File: config.mk
export PLATFORM = sky130hd
export DESIGN_NAME = core_flat
export DESIGN_NICKNAME = d
export VERILOG_FILES = /design/src/design/rv_pkg.sv /design/src/design/mem_bus_if.sv /design/src/design/alu.sv /design/src/design/control_unit.sv /design/src/design/core.sv /design/src/design/register_file.sv /design/src/flat_wrapper.sv
export VERILOG_INCLUDE_DIRS = /design/src /design/src/design
export SDC_FILE = /design/constraint.sdc
export NUM_CORES = 2
export LEC_CHECK = 0
export BUFFER_PORTS_ARGS = -buffer_cell sky130_fd_sc_hd__buf_2
export CAP_MARGIN = 0
export CORE_UTILIZATION = 40
export CTS_CLUSTER_DIAMETER = 200
export DETAILED_ROUTE_END_ITERATION = 10
export HOLD_SLACK_MARGIN = 0.15
export PLACE_DENSITY = 0.64
export REMOVE_ABC_BUFFERS = 1
export SLEW_MARGIN = 40
export SYNTH_ARGS = -nofsm -noshare
export SYNTH_HDL_FRONTEND = slang
export SYNTH_HIERARCHICAL = 1
export SYNTH_SLANG_ARGS = --single-unit
File: constraint.sdc
create_clock -name clk -period 9.65 [get_ports clk]
set_clock_uncertainty 0.15 [all_clocks]
set_input_delay 0.965 -clock clk [delete_from_list [all_inputs] [get_ports clk]]
set_output_delay 0.965 -clock clk [all_outputs]
set_load 0.05 [all_outputs]
File: src/design/rv_cfg.svh
`ifndef RV_CFG_SVH
`define RV_CFG_SVH

// data and address width of the core
`define RV_XLEN       32
// first instruction fetched after reset
`define RV_BOOT_ADDR  32'h0000_0000
`define RV_MEM_WORDS  256
// cycles from a request edge to its response pulse
`define RV_MEM_WAIT   2

`endif

File: src/design/rv_pkg.sv
`default_nettype none
`include "rv_cfg.svh"

package rv_pkg;

    typedef logic [`RV_XLEN-1:0] word_t;
    typedef logic [4:0] reg_idx_t;

    // major opcodes of the supported RV32I subset
    typedef enum logic [6:0] {
        OP     = 7'b0110011,
        OP_IMM = 7'b0010011,
        LUI    = 7'b0110111,
        LOAD   = 7'b0000011,
        STORE  = 7'b0100011,
        BRANCH = 7'b1100011,
        JAL    = 7'b1101111,
        SYSTEM = 7'b1110011
    } opcode_e;

    typedef enum logic [3:0] {
        ADD, SUB, SLL, SLT, SLTU, XOR, SRL, SRA, OR, AND, PASS_B
    } alu_op_e;

    typedef enum logic [2:0] {
        RESET_WAIT, FETCH, DECODE, EXECUTE, MEM_ACCESS, WRITEBACK, STOPPED
    } ctrl_state_e;

    typedef enum logic [1:0] {SRC_A_PC, SRC_A_RS1, SRC_A_ZERO, SRC_A_OLD_PC} src_a_e;
    typedef enum logic [1:0] {SRC_B_RS2, SRC_B_FOUR, SRC_B_IMM} src_b_e;

    typedef struct packed {
        logic   ir_write;
        logic   pc_write;
        logic   pc_write_cond;
        logic   branch_ne;      // branch taken on a nonzero compare
        logic   addr_sel;       // 0 pc, 1 alu output register
        src_a_e alu_src_a;
        src_b_e alu_src_b;
        logic   alu_func;       // 1 takes the funct decode, 0 forces add
        logic   reg_write;
        logic   wb_sel;         // 0 alu output register, 1 memory data register
    } ctrl_t;

endpackage

`default_nettype wire

File: src/design/mem_bus_if.sv
`timescale 1ns/1ps
`default_nettype none

// word bus between the core and its memory, requests are levels held until response
interface mem_bus_if;
    import rv_pkg::*;

    logic  read;
    logic  write;
    word_t address;
    word_t write_data;
    word_t read_data;
    logic  response;        // one-cycle pulse, read_data valid in the same cycle

    modport core (output read, write, address, write_data, input read_data, response);
    modport memory (input read, write, address, write_data, output read_data, response);

endinterface

`default_nettype wire

File: src/design/alu.sv
`timescale 1ns/1ps
`default_nettype none

module alu (
    input  wire rv_pkg::alu_op_e operation,
    input  wire rv_pkg::word_t   operand_a,
    input  wire rv_pkg::word_t   operand_b,
    output rv_pkg::word_t        result,
    output logic                 zero
);
    import rv_pkg::*;

    logic [4:0] shamt;

    assign shamt = operand_b[4:0];     // rv32i only looks at five bits

    always_comb begin
        case (operation)
            ADD:     result = operand_a + operand_b;
            SUB:     result = operand_a - operand_b;
            SLL:     result = operand_a << shamt;
            SLT:     result = word_t'($signed(operand_a) < $signed(operand_b));
            SLTU:    result = word_t'(operand_a < operand_b);
            XOR:     result = operand_a ^ operand_b;
            SRL:     result = operand_a >> shamt;
            SRA:     result = word_t'($signed(operand_a) >>> shamt);
            OR:      result = operand_a | operand_b;
            AND:     result = operand_a & operand_b;
            PASS_B:  result = operand_b;
            default: result = '0;
        endcase
    end

    // branches compare with SUB and test this flag
    assign zero = (result == '0);

endmodule

`default_nettype wire

File: src/design/control_unit.sv
`timescale 1ns/1ps
`default_nettype none

module control_unit (
    input  wire logic            clk,
    input  wire logic            reset,
    input  wire logic            halt,
    input  wire rv_pkg::opcode_e opcode,
    input  wire logic [2:0]      funct3,
    input  wire logic [6:0]      funct7,
    input  wire logic            response,
    output logic                 mem_read,
    output logic                 mem_write,
    output rv_pkg::ctrl_t        ctrl,
    output rv_pkg::alu_op_e      alu_operation,
    output logic                 stopped
);
    import rv_pkg::*;

    ctrl_state_e state;
    ctrl_state_e next_state;
    logic        resp_pending;     // response that arrived while halted
    logic        resp_seen;

    assign resp_seen = response | resp_pending;
    assign stopped   = (state == STOPPED);

    always_ff @(posedge clk) begin
        if (reset) begin
            state        <= RESET_WAIT;
            resp_pending <= 1'b0;
        end else begin
            state        <= next_state;
            resp_pending <= halt & (resp_pending | response);
        end
    end

    // ============================================================
    // funct decode, used when ctrl.alu_func is set
    // ============================================================
    always_comb begin
        case (opcode)
            OP, OP_IMM: begin
                case (funct3)
                    3'b000:  alu_operation = (opcode == OP && funct7[5]) ? SUB : ADD;
                    3'b001:  alu_operation = SLL;
                    3'b010:  alu_operation = SLT;
                    3'b011:  alu_operation = SLTU;
                    3'b100:  alu_operation = XOR;
                    3'b101:  alu_operation = funct7[5] ? SRA : SRL;
                    3'b110:  alu_operation = OR;
                    default: alu_operation = AND;
                endcase
            end
            BRANCH:  alu_operation = SUB;
            LUI:     alu_operation = PASS_B;
            default: alu_operation = ADD;
        endcase
    end

    // ============================================================
    // state sequencing and strobes
    // ============================================================
    always_comb begin
        ctrl       = '0;
        mem_read   = 1'b0;
        mem_write  = 1'b0;
        next_state = state;
        case (state)
            RESET_WAIT: next_state = FETCH;
            FETCH: begin
                mem_read       = 1'b1;
                ctrl.alu_src_b = SRC_B_FOUR;            // pc + 4 written with the ir
                if (resp_seen) begin
                    ctrl.ir_write = 1'b1;
                    ctrl.pc_write = 1'b1;
                    next_state    = DECODE;
                end
            end
            DECODE: begin
                // jal keeps its link here, everything else the branch target
                ctrl.alu_src_a = SRC_A_OLD_PC;
                ctrl.alu_src_b = (opcode == JAL) ? SRC_B_FOUR : SRC_B_IMM;
                case (opcode)
                    OP, OP_IMM, LUI, LOAD, STORE, BRANCH, JAL: next_state = EXECUTE;
                    default: next_state = STOPPED;      // ebreak or an unknown opcode
                endcase
            end
            EXECUTE: begin
                ctrl.alu_src_a = SRC_A_RS1;
                ctrl.alu_src_b = SRC_B_IMM;
                ctrl.alu_func  = (opcode != LOAD && opcode != STORE && opcode != JAL);
                case (opcode)
                    OP: begin
                        ctrl.alu_src_b = SRC_B_RS2;
                        next_state     = WRITEBACK;
                    end
                    LUI: begin
                        ctrl.alu_src_a = SRC_A_ZERO;
                        next_state     = WRITEBACK;
                    end
                    LOAD, STORE: next_state = MEM_ACCESS;
                    BRANCH: begin
                        ctrl.alu_src_b     = SRC_B_RS2;
                        ctrl.pc_write_cond = 1'b1;
                        ctrl.branch_ne     = funct3[0];
                        next_state         = FETCH;
                    end
                    JAL: begin
                        ctrl.alu_src_a = SRC_A_OLD_PC;
                        ctrl.pc_write  = 1'b1;
                        ctrl.reg_write = 1'b1;
                        next_state     = FETCH;
                    end
                    default: next_state = WRITEBACK;    // op_imm
                endcase
            end
            MEM_ACCESS: begin
                ctrl.alu_src_a = SRC_A_RS1;             // hold the address in the alu output
                ctrl.alu_src_b = SRC_B_IMM;
                ctrl.addr_sel  = 1'b1;
                mem_read       = (opcode == LOAD);
                mem_write      = (opcode == STORE);
                if (resp_seen) begin
                    next_state = (opcode == LOAD) ? WRITEBACK : FETCH;
                end
            end
            WRITEBACK: begin
                ctrl.reg_write = 1'b1;
                ctrl.wb_sel    = (opcode == LOAD);
                next_state     = FETCH;
            end
            default: next_state = STOPPED;
        endcase
        if (halt) begin
            next_state         = state;
            ctrl.ir_write      = 1'b0;
            ctrl.pc_write      = 1'b0;
            ctrl.pc_write_cond = 1'b0;
            ctrl.reg_write     = 1'b0;
        end
    end

endmodule

`default_nettype wire

File: src/design/core.sv
`timescale 1ns/1ps
`default_nettype none
`include "rv_cfg.svh"

module core (
    input  wire logic clk,
    input  wire logic reset,
    input  wire logic halt,
    mem_bus_if.core   bus,
    output logic      done
);
    import rv_pkg::*;

    ctrl_t   ctrl;
    alu_op_e alu_operation;
    alu_op_e alu_sel;
    opcode_e opcode;
    logic    alu_zero;
    logic    branch_taken;
    word_t   pc, pc_old, ir, mdr, a_q, b_q, alu_out_q;
    word_t   rs1_data, rs2_data, wb_data, imm;
    word_t   alu_a, alu_b, alu_result, pc_next;

    assign opcode = opcode_e'(ir[6:0]);

    control_unit u_control (
        .clk, .reset, .halt, .opcode,
        .funct3        (ir[14:12]),
        .funct7        (ir[31:25]),
        .response      (bus.response),
        .mem_read      (bus.read),
        .mem_write     (bus.write),
        .ctrl,
        .alu_operation,
        .stopped       (done)
    );

    // ============================================================
    // immediates and operand selection
    // ============================================================
    always_comb begin
        case (opcode)
            STORE:   imm = {{20{ir[31]}}, ir[31:25], ir[11:7]};
            BRANCH:  imm = {{19{ir[31]}}, ir[31], ir[7], ir[30:25], ir[11:8], 1'b0};
            LUI:     imm = {ir[31:12], 12'b0};
            JAL:     imm = {{11{ir[31]}}, ir[31], ir[19:12], ir[20], ir[30:21], 1'b0};
            default: imm = {{20{ir[31]}}, ir[31:20]};
        endcase
    end

    always_comb begin
        case (ctrl.alu_src_a)
            SRC_A_PC:     alu_a = pc;
            SRC_A_RS1:    alu_a = a_q;
            SRC_A_OLD_PC: alu_a = pc_old;       // address of the instruction in ir
            default:      alu_a = '0;
        endcase
        case (ctrl.alu_src_b)
            SRC_B_RS2:  alu_b = b_q;
            SRC_B_FOUR: alu_b = word_t'(4);
            default:    alu_b = imm;
        endcase
    end

    assign alu_sel = ctrl.alu_func ? alu_operation : ADD;

    alu u_alu (
        .operation (alu_sel),
        .operand_a (alu_a),
        .operand_b (alu_b),
        .result    (alu_result),
        .zero      (alu_zero)
    );

    assign wb_data = ctrl.wb_sel ? mdr : alu_out_q;

    register_file u_regs (
        .clk, .reset,
        .write_en    (ctrl.reg_write),
        .read_idx_1  (ir[19:15]),
        .read_idx_2  (ir[24:20]),
        .write_idx   (ir[11:7]),
        .write_data  (wb_data),
        .read_data_1 (rs1_data),
        .read_data_2 (rs2_data)
    );

    // ============================================================
    // pc and datapath registers
    // ============================================================
    assign branch_taken = ctrl.pc_write_cond & (alu_zero ^ ctrl.branch_ne);
    assign pc_next      = ctrl.pc_write_cond ? alu_out_q : alu_result;

    always_ff @(posedge clk) begin
        if (reset) begin
            pc <= `RV_BOOT_ADDR;
        end else if (ctrl.pc_write || branch_taken) begin
            pc <= pc_next;
        end
    end

    always_ff @(posedge clk) begin
        if (!halt) begin
            a_q       <= rs1_data;
            b_q       <= rs2_data;
            alu_out_q <= alu_result;
        end
        if (bus.response) mdr <= bus.read_data;    // also caught while halted
        if (ctrl.ir_write) begin
            ir     <= bus.response ? bus.read_data : mdr;
            pc_old <= pc;
        end
    end

    assign bus.address    = ctrl.addr_sel ? alu_out_q : pc;
    assign bus.write_data = b_q;

endmodule

`default_nettype wire

File: src/design/register_file.sv
`timescale 1ns/1ps
`default_nettype none

module register_file (
    input  wire logic             clk,
    input  wire logic             reset,
    input  wire logic             write_en,
    input  wire rv_pkg::reg_idx_t read_idx_1,
    input  wire rv_pkg::reg_idx_t read_idx_2,
    input  wire rv_pkg::reg_idx_t write_idx,
    input  wire rv_pkg::word_t    write_data,
    output rv_pkg::word_t         read_data_1,
    output rv_pkg::word_t         read_data_2
);
    import rv_pkg::*;

    word_t regs [32];

    always_ff @(posedge clk) begin
        if (reset) begin
            for (int i = 0; i < 32; i++) begin
                regs[i] <= '0;
            end
        end else if (write_en && write_idx != '0) begin
            regs[write_idx] <= write_data;     // x0 never leaves zero
        end
    end

    assign read_data_1 = regs[read_idx_1];
    assign read_data_2 = regs[read_idx_2];

endmodule

`default_nettype wire

File: src/flat_wrapper.sv
// flat-port wrapper written by rule: the top's interface ports become plain ports
module core_flat import rv_pkg::*;
  (clk, reset, halt, done, bus_read, bus_write, bus_address, bus_write_data, bus_read_data, bus_response);
  mem_bus_if bus_i ();
  input  wire logic clk;
  input  wire logic reset;
  input  wire logic halt;
  output logic done;
  output wire logic [$bits(bus_i.read)-1:0] bus_read;
  output wire logic [$bits(bus_i.write)-1:0] bus_write;
  output wire logic [$bits(bus_i.address)-1:0] bus_address;
  output wire logic [$bits(bus_i.write_data)-1:0] bus_write_data;
  input wire logic [$bits(bus_i.read_data)-1:0] bus_read_data;
  input wire logic [$bits(bus_i.response)-1:0] bus_response;
  assign bus_read = bus_i.read;
  assign bus_write = bus_i.write;
  assign bus_address = bus_i.address;
  assign bus_write_data = bus_i.write_data;
  assign bus_i.read_data = bus_read_data;
  assign bus_i.response = bus_response;
  core u_core (.clk(clk), .reset(reset), .halt(halt), .bus(bus_i), .done(done));
endmodule
==> flow_summary.ini <==
[run_status]
status = complete, but fails checks
violations = design-rule violations

[grt]
antenna_found_initial = 10
grt_start_max_net_pins = 107
grt_usage = 0.294
gr-total-overflow = 0
grt_pass1_wl_um = 409000
grt_pass1_vias = 55800

[timing]
fin_crit_sh = 0.902
hold_viol_final = 0
rsz0062_at_grt = no
maxClockFrequency_mhz = 115
worst_slew_pin_slew_ns = 0.955
finalSetupViolCount = 0
drv_slew = 0
min_period_ns = 8.70
hold_slack_ns = 0.253
slew_headroom = 0.362

[floorplan]
coreArea_um2 = 188000
die-area_um2 = 191000
rows = 159
die_h_um = 437
start_util = 0.403
ioPinCount = 103
dieWidth_um = 437

[clock_tree]
numCtsBuffers = 134
cts_tree = yes
cts_root_buffer = clkbuf_16
insertion_delay_ns = 0.81
cts_htree_levels = 4
cts.repair.resized = 0
cts_buffer_depth = 3
cts_sinks = 1252
cts_setup_buffers = 0
cts_hold_buffers = 0
path_clk_slew_ns = 0.07

[power]
p_sw_frac = 0.301
leakagePower_nw = 32.3
p_switching_w = 0.00416
seq_power_share = 0.461
ir_drop_uv = 121
power.share.clock = 0.365
power_density_nw_per_um2 = 168
power_frac_comb = 0.175
power.internal_w = 0.00967

[yosys]
synth.ff_latch_count = 1252
synth-main-ff-cell = edfxtp_1
syn_area_um2 = 75600
synth-warning-count = 6
syn_inst = 6832
yosysTopAreaCell = edfxtp_1
yosysSeqAreaShare = 0.488
yosys-top-cells-area = edfxtp_1 (47%), mux2i_1 (15%), and2_1 (8.4%), a22oi_1 (2.2%), a21oi_1 (2.1%)
synth-edff-count = 1184
synth_top_area_share = 0.470
ys_async_sr_fraction = 0
synth.distinct_cells = 115
avgSynthCellArea_um2 = 11.1

[layout]
fin_nets = 6821
final_common_cell = edfxtp_1
fin_area_um2 = 82600
synthToLayoutAreaGrowth_pct = 9.16
nFillCells = 17500
final_cell_mix = edfxtp_1 (1184), mux2i_1 (1131), and2_1 (1008)
multiInputGateArea_um2 = 35800
drive_gt1_frac = 0.113
area.sequential_um2 = 36900

[critical_path]
crit_path_frequent_cell = nor2_1
critPathBufInv = 3
crit_start = u_core/u_control/state[1]
cp-start-kind = flop
critPathMaxFanout = 35
cp_cell_sequence = nand2b_1 > o32ai_4 > inv_1 > nor3_1 > a221o_4 > inv_2 > ha_1 > nor2_1 > o311a_1 > o2111ai_1 > nand3_1 > o31ai_1 > xnor2_1 > o221ai_1 > nor4b_1 > o2111a_1 > nand2_1 > nor3_2 > xor2_1 > o21ai_2 > buf_4 > nor2_1 > nor4_1
cp-end-kind = flop
path_class = flop to flop
cpPeakStageDelay_ns = 0.86
arrival_ns = 9.25
r2r_start = u_core/u_control/state[1]
rrSetupSlack_ns = 0.95
cp.required_ns = 10.20
cp_slowest_cell = dfxtp_1
crit_end = u_core/pc[15]
r2r_end = u_core/pc[15]
critical-path-top-delay-family = compound AO/OA/AOI/OAI gates
crit_cells = 23
reg2reg_depth = 23

[worst_hold_path]
min_path_type = input port to flop

[placed_design]
gp_congestion = 1.07
portBuffers = 102
dpl-instance-area_um2 = 78300
place_hpwl_um = 194000

[routing]
drtIter0Drc = 6479
final_antenna_net_count = 0
wl_per_cell_um = 31.2
vias = 57800
vias_per_cell = 6.23
drc_errors = 20
firstDrtPassIters = 11
wirelength_um = 290000

[run]
cap_violations = 0
==> logic make-up (layout without fill, tap and decap cells) <==
family,after synthesis,after routing,synth area share
AO/OA/AOI/OAI,1200,1200,0.110
XOR/XNOR,14,14,0.00162
adder cells (fa/ha/maj),102,102,0.0171
buffers and inverters,720,644,0.0446
flip-flops,1252,1252,0.488
multiplexers,1274,1274,0.175
other,1,35,0.0000496
AND/OR/NAND/NOR,2269,2269,0.164
==> power groups by stage <==
stage / combinational, W / clock (W) / sequential, W
after global placement: 0.00233 / 0 / 0.00647
final: 0.00241 / 0.00504 / 0.00638
after global routing: 0.00251 / 0.00530 / 0.00639
after detailed placement: 0.00234 / 0 / 0.00648
after floorplan: 0.00157 / 0 / 0.00648
after CTS: 0.00235 / 0.00510 / 0.00637
==> per-layer routing <==
metal / track usage / share of wire / vias up / wire (µm)
li1: - / - / 25000 / -
met1: 0.370 / 0.39 / 29300 / 113000
met2: 0.485 / 0.48 / 2880 / 138000
met3: 0.0517 / 0.081 / 645 / 23400
met4: 0.142 / 0.052 / 14 / 15100
met5: 0 / 0.00033 / - / 95
==> final cells by class <==
| cell class | instances | area share |
|---|---|---|
| timing repair buffer | 291 | 0.0259 |
| sequential | 1252 | 0.447 |
| clock inverter | 75 | 0.00830 |
| clock buffer | 165 | 0.0425 |
| inverter | 113 | 0.00517 |
| tap | 2495 | 0.0378 |
| antenna | 3 | 0.0000909 |
| multi-input combinational | 4891 | 0.433 |
==> cells in the mapped netlist, types with 40 or more instances <==
master,instances
a22o_1,147
and2_1,1011
mux2i_1,1131
dfxtp_1,68
a31oi_1,86
a22oi_1,226
a21oi_1,310
ha_1,100
nor3_1,118
or2_2,42
nor2_1,260
edfxtp_1,1184
clkbuf_1,298
inv_1,109
buf_1,44
buf_4,77
nand2_1,385
nor4_1,40
o21ai_0,124
nand3_1,228
mux2_2,117
buf_2,154
==> metrics by stage <==
step / worst slack, ns / std cells / power [W] / util / TNS, ns
2_1_floorplan: -14.31 / 6256 / 0.00805 / - / -1336.02
3_3_place_gp: 1.17 / 9036 / 0.00880 / 0.416 / 0
3_5_place_dp: 1.24 / 9039 / 0.00882 / 0.417 / 0
4_1_cts: 1.20 / 9279 / 0.0138 / 0.439 / 0
5_1_grt: 0.481 / 9282 / 0.0142 / 0.440 / 0
6_report: 0.949 / 9285 / 0.0138 / 0.440 / 0
==> registers in the layout, summed over array words and instances (netlist names) <==
register and flops:
u_core/bus.write_data 32, u_core/pc 32, u_core/pc_old 32, u_core/a_q 32
u_core/u_regs/regs 1024, u_core/alu_out_q 32, u_core/ir 32, u_core/u_control/resp_pending 1
u_core/u_control/state 3, u_core/mdr 32
==> worst min-delay path by stage <==
stage	cells past startpoint	to	from	slack [ns]
5_1_grt	2	u_core/mdr[7]	bus_read_data[7]	0.24
4_1_cts	2	u_core/mdr[14]	bus_read_data[14]	0.21
2_1_floorplan	0	u_core/pc_old[0]	u_core/pc[0]	0.30
3_5_place_dp	0	u_core/pc_old[24]	u_core/pc[24]	0.32
6_report	2	u_core/mdr[14]	bus_read_data[14]	0.25
3_3_place_gp	0	u_core/pc_old[23]	u_core/pc[23]	0.31
No activity file was read; power rests on OpenSTA's default activity.
